===== config.mk =====
export PLATFORM = sky130hd
export DESIGN_NAME = core_pipeline
export DESIGN_NICKNAME = d
export VERILOG_FILES = /design/src/cpu_isa_pkg.sv /design/src/cpu_bus_pkg.sv /design/src/core_pipeline.sv /design/src/decoder.sv /design/src/alu.sv
export SDC_FILE = /design/constraint.sdc
export NUM_CORES = 1
export LEC_CHECK = 0
export ABC_AREA = 1
export ABC_CLOCK_PERIOD_IN_PS = 7400
export BUFFER_PORTS_ARGS = -buffer_cell sky130_fd_sc_hd__buf_2
export CAP_MARGIN = 15
export CORE_MARGIN = 4
export CORE_UTILIZATION = 58
export CTS_CLUSTER_DIAMETER = 150
export DETAILED_ROUTE_END_ITERATION = 8
export GPL_ROUTABILITY_DRIVEN = 0
export PLACE_DENSITY = 0.83
export SYNTH_ARGS = -nofsm -noshare
export SYNTH_HDL_FRONTEND = slang
export SYNTH_SLANG_ARGS = --single-unit

===== constraint.sdc =====
create_clock -name clk -period 7.4 [get_ports clk]
set_input_delay 0.74 -clock clk [delete_from_list [all_inputs] [get_ports clk]]
set_output_delay 0.74 -clock clk [all_outputs]
set_load 0.02 [all_outputs]

===== src/cpu_isa_pkg.sv =====
package cpu_isa_pkg;

	typedef logic [15:0] word_t;
	typedef logic [2:0] reg_addr_t;

	typedef enum logic [3:0] {
		OP_NOP = 4'h0, OP_LI = 4'h1, OP_ADD = 4'h2, OP_SUB = 4'h3, OP_AND = 4'h4,
		OP_OR = 4'h5, OP_SLL = 4'h6, OP_BNEZ = 4'h7, OP_BEQZ = 4'h8, OP_HALT = 4'h9
	} opcode_t;

	// PASS forwards operand b for LI
	typedef enum logic [2:0] {
		ALU_ADD, ALU_SUB, ALU_AND, ALU_OR, ALU_SLL, ALU_PASS
	} alu_op_t;

	typedef struct packed {
		alu_op_t alu_op;
		reg_addr_t rd;
		reg_addr_t rs;
		reg_addr_t rt;
		word_t imm;
		logic use_imm;
		logic reg_write;
		logic is_branch;
		logic branch_on_zero;
		logic is_halt;
	} ctrl_t;

	typedef struct packed {
		logic en;
		reg_addr_t addr;
		word_t value;
	} reg_write_t;

endpackage

===== src/cpu_bus_pkg.sv =====
package cpu_bus_pkg;

	// Wide enough for MEM_AW up to 8
	typedef logic [7:0] imem_addr_t;

	typedef struct packed {
		logic en;
		imem_addr_t addr;
		cpu_isa_pkg::word_t data;
	} imem_write_t;

endpackage


===== src/core_pipeline.sv =====
`timescale 1ns/1ps

module core_pipeline (
	input logic clk,
	input logic rst_n,
	input logic boot_done,
	output cpu_bus_pkg::imem_addr_t fetch_addr,
	input cpu_isa_pkg::word_t fetch_data,
	output cpu_isa_pkg::reg_addr_t rs,
	output cpu_isa_pkg::reg_addr_t rt,
	input cpu_isa_pkg::word_t rs_value,
	input cpu_isa_pkg::word_t rt_value,
	output cpu_isa_pkg::reg_write_t wb,
	output logic halted
);
	import cpu_isa_pkg::*;
	import cpu_bus_pkg::*;

	word_t pc;
	logic if_id_valid;
	word_t if_id_pc;
	word_t id_inst;
	ctrl_t ctrl;
	word_t rs_fwd;
	word_t rt_fwd;
	word_t op_b;
	word_t target;
	logic take_branch;
	ctrl_t ex_ctrl;
	word_t ex_a;
	word_t ex_b;
	word_t ex_y;

	assign fetch_addr = imem_addr_t'(pc);

	// Invalid fetch slot decodes as NOP
	assign id_inst = if_id_valid ? fetch_data : '0;

	decoder __decoder(
		.inst(id_inst),
		.ctrl(ctrl)
	);

	assign rs = ctrl.rs;
	assign rt = ctrl.rt;

	// Only the EXE result can be newer than the register file
	assign rs_fwd = (wb.en && wb.addr == ctrl.rs) ? wb.value : rs_value;
	assign rt_fwd = (wb.en && wb.addr == ctrl.rt) ? wb.value : rt_value;
	assign op_b = ctrl.use_imm ? ctrl.imm : rt_fwd;

	assign target = if_id_pc + 16'd1 + ctrl.imm;
	assign take_branch = ctrl.is_branch && ((rs_fwd == '0) == ctrl.branch_on_zero);

	always_ff @(posedge clk) begin
		if (!rst_n) begin
			pc <= '0;
			if_id_valid <= 1'b0;
			halted <= 1'b0;
			ex_ctrl <= '0;
		end else begin
			// PC already points at the delay slot when a branch is in ID
			if (boot_done && !halted && !ctrl.is_halt) begin
				pc <= take_branch ? target : pc + 16'd1;
				if_id_valid <= 1'b1;
			end else begin
				if_id_valid <= 1'b0;
			end
			if (ctrl.is_halt) begin
				halted <= 1'b1;
			end
			ex_ctrl <= ctrl;
		end
	end

	always_ff @(posedge clk) begin
		if_id_pc <= pc;
		ex_a <= rs_fwd;
		ex_b <= op_b;
	end

	alu __alu(
		.op(ex_ctrl.alu_op),
		.a(ex_a),
		.b(ex_b),
		.y(ex_y)
	);

	assign wb = '{en: ex_ctrl.reg_write, addr: ex_ctrl.rd, value: ex_y};

	assert property (@(posedge clk) disable iff (!rst_n) halted |=> halted);

	// Everything older than HALT has retired by the time it leaves ID
	assert property (@(posedge clk) disable iff (!rst_n) halted |-> !wb.en);

endmodule


===== src/decoder.sv =====
`timescale 1ns/1ps

module decoder (
	input cpu_isa_pkg::word_t inst,
	output cpu_isa_pkg::ctrl_t ctrl
);
	import cpu_isa_pkg::*;

	opcode_t op;
	word_t imm_sext;

	assign op = opcode_t'(inst[15:12]);
	assign imm_sext = {{8{inst[7]}}, inst[7:0]};

	always_comb begin
		ctrl = '0;
		case (op)
			OP_LI: begin
				ctrl.alu_op = ALU_PASS;
				ctrl.rd = inst[11:9];
				ctrl.imm = imm_sext;
				ctrl.use_imm = 1'b1;
				ctrl.reg_write = 1'b1;
			end
			OP_ADD, OP_SUB, OP_AND, OP_OR, OP_SLL: begin
				ctrl.rd = inst[11:9];
				ctrl.rs = inst[8:6];
				ctrl.rt = inst[5:3];
				ctrl.reg_write = 1'b1;
				case (op)
					OP_SUB: ctrl.alu_op = ALU_SUB;
					OP_AND: ctrl.alu_op = ALU_AND;
					OP_OR: ctrl.alu_op = ALU_OR;
					OP_SLL: ctrl.alu_op = ALU_SLL;
					default: ctrl.alu_op = ALU_ADD;
				endcase
			end
			// Branch offset is relative to pc + 1
			OP_BNEZ, OP_BEQZ: begin
				ctrl.rs = inst[11:9];
				ctrl.imm = imm_sext;
				ctrl.is_branch = 1'b1;
				ctrl.branch_on_zero = (op == OP_BEQZ);
			end
			OP_HALT: ctrl.is_halt = 1'b1;
			default: ;
		endcase
		// Writes to r0 are dropped here
		if (ctrl.rd == '0) begin
			ctrl.reg_write = 1'b0;
		end
	end

endmodule


===== src/alu.sv =====
`timescale 1ns/1ps

module alu (
	input cpu_isa_pkg::alu_op_t op,
	input cpu_isa_pkg::word_t a,
	input cpu_isa_pkg::word_t b,
	output cpu_isa_pkg::word_t y
);
	import cpu_isa_pkg::*;

	always_comb begin
		case (op)
			ALU_ADD: y = a + b;
			ALU_SUB: y = a - b;
			ALU_AND: y = a & b;
			ALU_OR: y = a | b;
			// Shift amount from the low nibble
			ALU_SLL: y = a << b[3:0];
			default: y = b;
		endcase
	end

endmodule


==> results.cfg, run 1 <==
[floorplanning]
die_h_um = 106.6
ios = 86
die_w_um = 106.6
core-area_um2 = 9371
dieArea_um2 = 11360
rows = 35
initial_core_util_pct = 60.15

[sta]
maxSlewHeadroom_pct = 35.49
fin_setup_tns_ns = 0
setup_viol = 0
min_period_over_period_pct = 67.61
whs_ns = 0.3958
hold_violations = 0
worst_slew_pin_slew_ns = 0.9642
max_clock_freq_mhz = 199.9
fin_skew_ns = 0.01038
slew_viol_final = 0
rsz0062_at_grt = false
period_needed_ns = 5.003

[cells_and_area]
seq_area_um2 = 1141
design_area_um2 = 6245
antenna_cells = 0
multiInputGateArea_um2 = 3682
nFillCells = 929
synthToLayoutAreaGrowth_pct = 10.79
drive_gt1_share_pct = 12.56
final_cells = 1196
fin_nets = 1142

[clock_network]
clk_path_buf_depth = 2
clkLatencyLatePin_ns = 0.34
cts_buffers = 9
cts_setup_buffers = 0
cts-root-buf = clkbuf_8
cts_resized = 0
cts_tree = built
clk_pin_slew_ns = 0.07
cts_sinks = 57
htree_levels = 3
holdBufCountCts = 0

[yosys]
synth.ff_latch_count = 57
syn-num-nets = 1077
async_reset_ff_share_pct = 0
synth.distinct_cells = 42
synth_common_cells = nand2_1 (316), inv_1 (166), nand3_1 (105)
netlist_area_um2 = 5637
synth.largest_area_cell = nand2_1
synth_cells = 997
synth_area_leaders = nand2_1 (21%), dfxtp_1 (20%), inv_1 (11%), nand3_1 (9.3%), nor2_1 (6.6%)
ys.flop_type = dfxtp_1
ys_seq_area_share_pct = 20.24
yosysWarnings = 0
synth_top_cell_area_share_pct = 21.04
synth.most_common_cell = nand2_1
synth_edf_count = 0
syn_area_per_cell_um2 = 5.654

[routing]
num_vias = 6349
drt_wl_total_mm = 16.50
antenna_left = 0
drc = 0
drt_iter0_markers = 456
avgRoutedWirePerCell_um = 13.80
dr.pass1.iters = 5
via_per_inst = 5.309

[global_route]
antenna_found_initial = 0
grt_usage_pct = 29.35
grt_pass1_wl_mm = 27.23
grt_max_degree = 23
first_global_vias = 5919
grt_overflow = 0

[critical_path]
critPathMaxFanout = 22
critPathArrivalTime_ns = 4.26
crit_path_end_kind = output port
crit_type = reg2out
crit_required_ns = 6.66
crit_path_start_kind = flip-flop

[hold_path]
hold_class = reg2reg

[outcome]
status = complete, no violations

[power_and_ir_drop]
vdd_drop_max_uv = 113.3
power_density_nw_per_um2 = 174.3
p_leak_uw = 0.003682

[placed_design]
dp_cells = 1180
io_buffer_count = 85
place_area_um2 = 6048
dp_hpwl_mm = 13.38

[job]
cap_violations = 0
cell families (layout without fill, tap and decap cells):
logic type      after synthesis  in the layout  share of synthesized area [%]
simple gates                578            578                          44.24
buf+inv                     200            270                          14.43
compound gates              107            107                          10.34
flops                        57             57                          20.24
fa+ha+maj                    29             29                          6.704
xor+xnor                     26             26                          4.040
layer usage:
| layer | global-route usage (%) | vias up | share of wire, % |
|---|---|---|---|
| met1 | 36.79 | 2790 | 42 |
| li1 | - | 3242 | - |
| met4 | 12.79 | 0 | 4.0 |
| met5 | 0 | - | 0 |
| met2 | 50.27 | 264 | 46 |
| met3 | 3.974 | 53 | 7.7 |
power by group:
group / internal, uW / total, uW / switching (uW)
clock: 163 / 288 / 125
combinational: 144 / 440 / 296
sequential: 328 / 360 / 32.2
critical path, stage by stage (launching register included):
cell	delay, ns
dfxtp_1	0.53
inv_1	0.48
ha_1	0.22
inv_1	0.05
nor3_1	0.16
nand3_1	0.13
o31ai_1	0.41
o21ai_0	0.20
xor2_1	0.18
ha_1	0.38
a21oi_1	0.22
nor2_1	0.06
nor2_1	0.09
nand2_1	0.05
a21oi_1	0.21
inv_1	0.06
nand2_1	0.07
nand3_1	0.06
nand2_1	0.09
nand2_1	0.05
inv_1	0.06
buf_2	0.16
layout make-up:
type | instances | area share [%]
Timing Repair Buffer | 86 | 6.932
Multi-Input combinational cell | 740 | 58.97
Clock buffer | 11 | 2.264
Clock inverter | 5 | 0.8816
Inverter | 168 | 10.10
Tap cell | 129 | 2.585
Sequential cell | 57 | 18.27
registers in the layout, summed over array words and instances, names as in the netlist:
signal and flops:
ex_a 16, ex_b 16, if_id_pc 8, pc 8
wb 4, ex_ctrl 3, halted 1, if_id_valid 1
per-stage QoR:
step	util [%]	setup slack, ns	power [uW]
after floorplan	-	3.408	667.1
after global placement	64.54	2.908	789.5
after detailed placement	64.54	2.771	795.4
after CTS	66.64	2.428	1080
after global routing	66.64	1.983	1159
final	66.64	2.397	1088
cells in the final DEF (no fill, tap or decap), types with 2 or more instances in the layout:
cell type | synthesis | final
a21oi_1 | 26 | 26
a31oi_1 | 4 | 4
and2_1 | 2 | 2
buf_2 | 11 | 85
clkbuf_8 | 0 | 10
clkinv_2 | 0 | 2
clkinvlp_4 | 0 | 2
dfxtp_1 | 57 | 57
fa_1 | 2 | 2
ha_1 | 27 | 27
inv_1 | 166 | 166
nand2_1 | 316 | 316
nand2_2 | 9 | 9
nand2_4 | 4 | 4
nand3_1 | 105 | 105
nand3b_1 | 7 | 7
nand4_1 | 6 | 6
nor2_1 | 99 | 99
nor2_2 | 6 | 6
nor2_4 | 3 | 3
nor3_1 | 10 | 10
nor4_1 | 3 | 3
o211ai_1 | 2 | 2
o21ai_0 | 55 | 55
o21ai_1 | 4 | 4
o21ai_2 | 2 | 2
o22ai_1 | 7 | 7
or2_2 | 5 | 5
xor2_1 | 26 | 26
path summary, 6_finish.rpt:
path                       from                   to  slack (ns)  depth (start not counted)
min          pc[6]$_SDFFE_PN0P_  if_id_pc[6]$_DFF_P_        0.40                          0
min reg2reg  pc[6]$_SDFFE_PN0P_  if_id_pc[6]$_DFF_P_        0.40                          0
max reg2reg     ex_b[0]$_DFF_P_   pc[3]$_SDFFE_PN0P_        2.69                         29
max             ex_b[0]$_DFF_P_               wb[15]        2.40                         21
No activity file was read; power rests on OpenSTA's default activity.
==> run 2: changes to the inputs <==
--- a/config.mk
+++ b/config.mk
@@ -6,15 +6,15 @@
 export NUM_CORES = 1
 export LEC_CHECK = 0
 export ABC_AREA = 1
-export ABC_CLOCK_PERIOD_IN_PS = 7400
+export ABC_CLOCK_PERIOD_IN_PS = 4600
 export BUFFER_PORTS_ARGS = -buffer_cell sky130_fd_sc_hd__buf_2
 export CAP_MARGIN = 15
 export CORE_MARGIN = 4
-export CORE_UTILIZATION = 58
+export CORE_UTILIZATION = 53
 export CTS_CLUSTER_DIAMETER = 150
 export DETAILED_ROUTE_END_ITERATION = 8
 export GPL_ROUTABILITY_DRIVEN = 0
-export PLACE_DENSITY = 0.83
+export PLACE_DENSITY = 0.8
 export SYNTH_ARGS = -nofsm -noshare
 export SYNTH_HDL_FRONTEND = slang
 export SYNTH_SLANG_ARGS = --single-unit
==> constraint.sdc (replaced) <==
create_clock -name clk -period 4.6 [get_ports clk]
set_input_delay 0.46 -clock clk [delete_from_list [all_inputs] [get_ports clk]]
set_output_delay 0.46 -clock clk [all_outputs]
set_load 0.02 [all_outputs]
==> run 2 against run 1 <==
  * Largest power group unchanged
  * Sequential power grew 59%
  * Critical path type unchanged
  * Combinational power grew 62%
  * Clock skew shrank 0.0026 ns
  * Critical path depth shrank 4
==> results.cfg, run 2 (same netlist as run 1, synthesis figures left out) <==
[critical_path]
critPathMaxFanout = 13
critPathArrivalTime_ns = 3.75
crit_type = reg2out
crit_path_start_kind = flip-flop
rrSetupSlack_ns = 0.53
reg2regPathDepth = 28
crit_path_end_kind = output port
crit_required_ns = 4.14

[sta]
setup_viol = 0
min_period_over_period_pct = 91.49
whs_ns = 0.3321
max_clock_freq_mhz = 237.6
worst_slew_pin_slew_ns = 0.9868
maxSlewHeadroom_pct = 33.97
fin_skew_ns = 0.007739
rsz0062_at_grt = false
slew_viol_final = 0
period_needed_ns = 4.208
fin_setup_tns_ns = 0
hold_violations = 0

[placed_design]
io_buffer_count = 85
dp_hpwl_mm = 13.42

[clock_network]
cts-root-buf = clkbuf_8
clkLatencyLatePin_ns = 0.34
holdBufCountCts = 0
clk_pin_slew_ns = 0.06
cts_buffers = 9
htree_levels = 3
clk_path_buf_depth = 2
cts_sinks = 57
cts_tree = built
cts_resized = 0
cts_setup_buffers = 0

[cells_and_area]
drive_gt1_share_pct = 13.15
top_regs = ex_a x16, ex_b x16
fin_nets = 1149
synthToLayoutAreaGrowth_pct = 11.48
antenna_cells = 0
final_cell_mix = nand2_1 (316), inv_1 (166), nand3_1 (105)
final_common_cell = nand2_1

[floorplanning]
die_h_um = 111.1
ios = 86
die_w_um = 111.1
dieArea_um2 = 12350
rows = 37
initial_core_util_pct = 54.60
core-area_um2 = 10320

[routing]
antenna_left = 0
via_per_inst = 5.224
drt_iter0_markers = 514
avgRoutedWirePerCell_um = 13.59
drc = 0
num_vias = 6311
drt_wl_total_mm = 16.42
dr.pass1.iters = 5

[power_and_ir_drop]
vdd_drop_max_uv = 252.1
power_density_nw_per_um2 = 269.0
finalPower_uw = 1690
p_leak_uw = 0.003709

[global_route]
grt_overflow = 0
grt_usage_pct = 26.34
grt_max_degree = 22
antenna_found_initial = 0
first_global_vias = 5878
grt_pass1_wl_mm = 27.15

[outcome]
status = complete, no violations

[job]
cap_violations = 0

[hold_path]
hold_class = in2reg
whs_path_depth = 3
run 2: cell types whose count changed in the layout (fill, tap and decap cells not counted):
cell        change
o31ai_1         -1
clkbuf_8        +1
buf_4           +7
bufinv_16       -1
clkinvlp_4      -1
o31ai_2         +1
clkbuf_1        -1
run 2: final timing paths:
kind                       from                  end
max             ex_b[1]$_DFF_P_               wb[13]
min                 rs_value[1]      ex_a[1]$_DFF_P_
max reg2reg     ex_b[1]$_DFF_P_   pc[0]$_SDFFE_PN0P_
min reg2reg  pc[7]$_SDFFE_PN0P_  if_id_pc[7]$_DFF_P_
run 2: where the power goes:
| part | total (uW) | internal [uW] | switching, uW | leakage [uW] |
|---|---|---|---|---|
| sequential | 572 | 528 | 44.0 | 0.000475 |
| combinational | 711 | 236 | 475 | 0.00315 |
| clock | 407 | 216 | 191 | 0.0000871 |
| total | 1690 | 980 | 710 | 0.00371 |
run 2: layout make-up:
class                   count  area, um^2
clock buffers              11       151.4
multi-input cells         740        3687
flip-flops and latches     57        1141
clock inverters             3       17.52
well taps                 136       170.2
fillers                  1035        4040
inverters                 168       630.6
repair buffers             93       485.5
run 2: worst max-delay path, cell delays in order (launching register included):
cell and delay [ns]:
dfxtp_1 0.47, inv_1 0.14, ha_1 0.15, inv_1 0.04, nor3_1 0.16, nand3_1 0.15, o31ai_2 0.31, o21ai_0 0.18
xor2_1 0.17, ha_1 0.37, a21oi_1 0.22, nand2_1 0.07, a21oi_1 0.20, nand2_1 0.07, nand2_1 0.06, nand3_1 0.11
a21boi_0 0.29, buf_2 0.23
run 2: metal layers:
layer | wire [um] | up-vias | global-route usage, % | share of wire [%]
met1 | 6915 | 2778 | 32.58 | 42
met5 | 0 | - | 0 | 0
met2 | 7815 | 242 | 45.31 | 48
met4 | 493 | 0 | 10.95 | 3.0
met3 | 1196 | 37 | 4.312 | 7.3
li1 | - | 3254 | - | -
run 2: metrics by stage:
step / util, % / area [um^2] / worst slack (ns) / instances
6_report: 60.87 / 6284 / 0.3915 / 1208
5_1_grt: 60.87 / 6284 / 0.03801 / 1208
4_1_cts: 60.82 / 6279 / 0.2993 / 1208
3_5_place_dp: 59.18 / 6110 / 0.4199 / 1194
3_3_place_gp: 59.18 / 6110 / 0.5887 / 1194
2_1_floorplan: - / 5637 / 0.8435 / 997
==> run 3: changes to the inputs <==
--- a/config.mk
+++ b/config.mk
@@ -6,15 +6,15 @@
 export NUM_CORES = 1
 export LEC_CHECK = 0
 export ABC_AREA = 1
-export ABC_CLOCK_PERIOD_IN_PS = 4600
+export ABC_CLOCK_PERIOD_IN_PS = 4360
 export BUFFER_PORTS_ARGS = -buffer_cell sky130_fd_sc_hd__buf_2
 export CAP_MARGIN = 15
 export CORE_MARGIN = 4
-export CORE_UTILIZATION = 53
+export CORE_UTILIZATION = 58
 export CTS_CLUSTER_DIAMETER = 150
 export DETAILED_ROUTE_END_ITERATION = 8
 export GPL_ROUTABILITY_DRIVEN = 0
-export PLACE_DENSITY = 0.8
+export PLACE_DENSITY = 0.83
 export SYNTH_ARGS = -nofsm -noshare
 export SYNTH_HDL_FRONTEND = slang
 export SYNTH_SLANG_ARGS = --single-unit
==> constraint.sdc (replaced) <==
create_clock -name clk -period 4.36 [get_ports clk]
set_input_delay 0.436 -clock clk [delete_from_list [all_inputs] [get_ports clk]]
set_output_delay 0.436 -clock clk [all_outputs]
set_load 0.02 [all_outputs]
==> run 3 against run 2 <==
  * Hold slack worse by 0.019 ns
  * Final cell count down 0.25%
  * Combinational power grew 8.0%
  * Critical path depth up 11
  * Largest power group unchanged
  * Sequential power up 4.5%
  * Wire length rose by 1.7%
  * Total power increased by 13%
  * Sequential share of layout area shrank 0.21 points
  * First-iteration DRC count increased by 10%
  * Utilization is 7.0 points higher
  * Global-route usage up 3.2 points
  * Count of clock-buffer cells in the layout unchanged
  * Highest routed layer unchanged
==> results.cfg, run 3 (same netlist as run 1, synthesis figures left out) <==
[routing]
avgRoutedWirePerCell_um = 13.85
drt_wl_total_mm = 16.69
drt_iter0_markers = 567
via_per_inst = 5.373
route.met3.wl_mm = 1.434
highest-signal-layer = met4
drc = 0
antenna_left = 0
wl_met1_mm = 6.886
num_vias = 6475
dr.pass1.iters = 5
dr_wl_met2_mm = 7.779

[sta]
fin_skew_ns = 0.01254
maxSlewHeadroom_pct = 34.54
worst_slew_pin_slew_ns = 0.9782
slew_viol_final = 0
max_clock_freq_mhz = 249.3
hold_violations = 0
rsz0062_at_grt = false
fin_setup_tns_ns = 0
min_period_over_period_pct = 92.00
setup_viol = 0
period_needed_ns = 4.011

[clock_network]
htree_levels = 3
clkLatencyLatePin_ns = 0.34
holdBufCountCts = 0
cts_sinks = 57
cts_setup_buffers = 0
clk_path_buf_depth = 2
cts_tree = built
clk_pin_slew_ns = 0.07
cts-root-buf = clkbuf_8
cts_buffers = 9

[floorplanning]
rows = 35
dieArea_um2 = 11360
ios = 86
initial_core_util_pct = 60.15
core-area_um2 = 9371
die_w_um = 106.6
die_h_um = 106.6

[critical_path]
cp_common_cell = nand2_1
critPathMaxFanout = 9
critPathArrivalTime_ns = 4.25
slowest_stage = dfxtp_1
crit_path_start_kind = flip-flop
crit_family = simple AND/OR/NAND/NOR gates
crit_type = reg2reg
crit_required_ns = 4.60
slowest_delay_ns = 0.48
timing.critical_path.buf_inv = 4
crit_path_end_kind = flip-flop

[power_and_ir_drop]
p_leak_uw = 0.003746
vdd_drop_max_uv = 291.5
power_density_nw_per_um2 = 301.7
finalPower_uw = 1918

[cells_and_area]
synthToLayoutAreaGrowth_pct = 12.81
final_common_cell = nand2_1
drive_gt1_share_pct = 13.57
fin_nets = 1151
antenna_cells = 0
top_regs = ex_a x16, ex_b x16
final_cell_mix = nand2_1 (316), inv_1 (166), nand3_1 (104)

[global_route]
grt_pass1_wl_mm = 27.49
grt_overflow = 0
antenna_found_initial = 0
grt_max_degree = 22
grt_usage_pct = 29.57
first_global_vias = 6014

[placed_design]
io_buffer_count = 85
dp_hpwl_mm = 13.62

[outcome]
status = complete, no violations

[job]
cap_violations = 0

[hold_path]
hold_class = in2reg
-- run 3: report_power, final --
group | leakage [uW] | internal, uW | total, uW | switching, uW
registers | 0.000475 | 557 | 598 | 41.3
clock network | 0.000113 | 336 | 552 | 215
logic | 0.00316 | 252 | 768 | 515
total | 0.00375 | 1150 | 1920 | 772
-- run 3: cell type report --
type	count	area, um^2
clock buffer	11	141.4
clock inverter	5	78.83
fill	920	3013
inverter	168	630.6
multi-input combinational	740	3705
sequential	57	1141
tap	129	161.4
timing repair buffer	95	500.5
-- run 3: path summary, 6_finish.rpt --
kind	from	end	slack, ns	depth (start not counted)
min	rs_value[1]	ex_a[1]$_DFF_P_	0.31	3
max	ex_ctrl[31]$_SDFF_PN0_	pc[5]$_SDFFE_PN0P_	0.35	28
max reg2reg	ex_ctrl[31]$_SDFF_PN0_	pc[5]$_SDFFE_PN0P_	0.35	28
min reg2reg	pc[3]$_SDFFE_PN0P_	if_id_pc[3]$_DFF_P_	0.39	0
-- run 3: layer usage --
metal	GRT usage, %	vias up
li1	-	3259
met1	36.99	2855
met2	50.76	308
met3	4.395	53
met4	12.24	0
met5	0	-
-- run 3: timing repair --
action                     4_1_cts  5_1_grt
setup endpoints to repair        0       10
resized for setup                0        4
hold endpoints to repair         0        0
-- run 3: worst min-delay path, delay by kind of cell --
kind            cells  cell delay, ns
buf+inv             1            0.07
compound gates      1            0.06
simple gates        1            0.05
-- run 3: through the flow --
| step | cell area, um^2 | std cells | worst slack [ns] | hold WS, ns | utilization, % |
|---|---|---|---|---|---|
| after CTS | 6336 | 1205 | 0.3097 | 0.3112 | 67.61 |
| after global placement | 6116 | 1189 | 0.4532 | 0.3855 | 65.26 |
| final | 6359 | 1205 | 0.3487 | 0.3128 | 67.85 |
| after global routing | 6359 | 1205 | 0.005286 | 0.3122 | 67.85 |
| after floorplan | 5637 | 997 | 0.6035 | 0.4571 | - |
| after detailed placement | 6116 | 1189 | 0.3667 | 0.3828 | 65.26 |
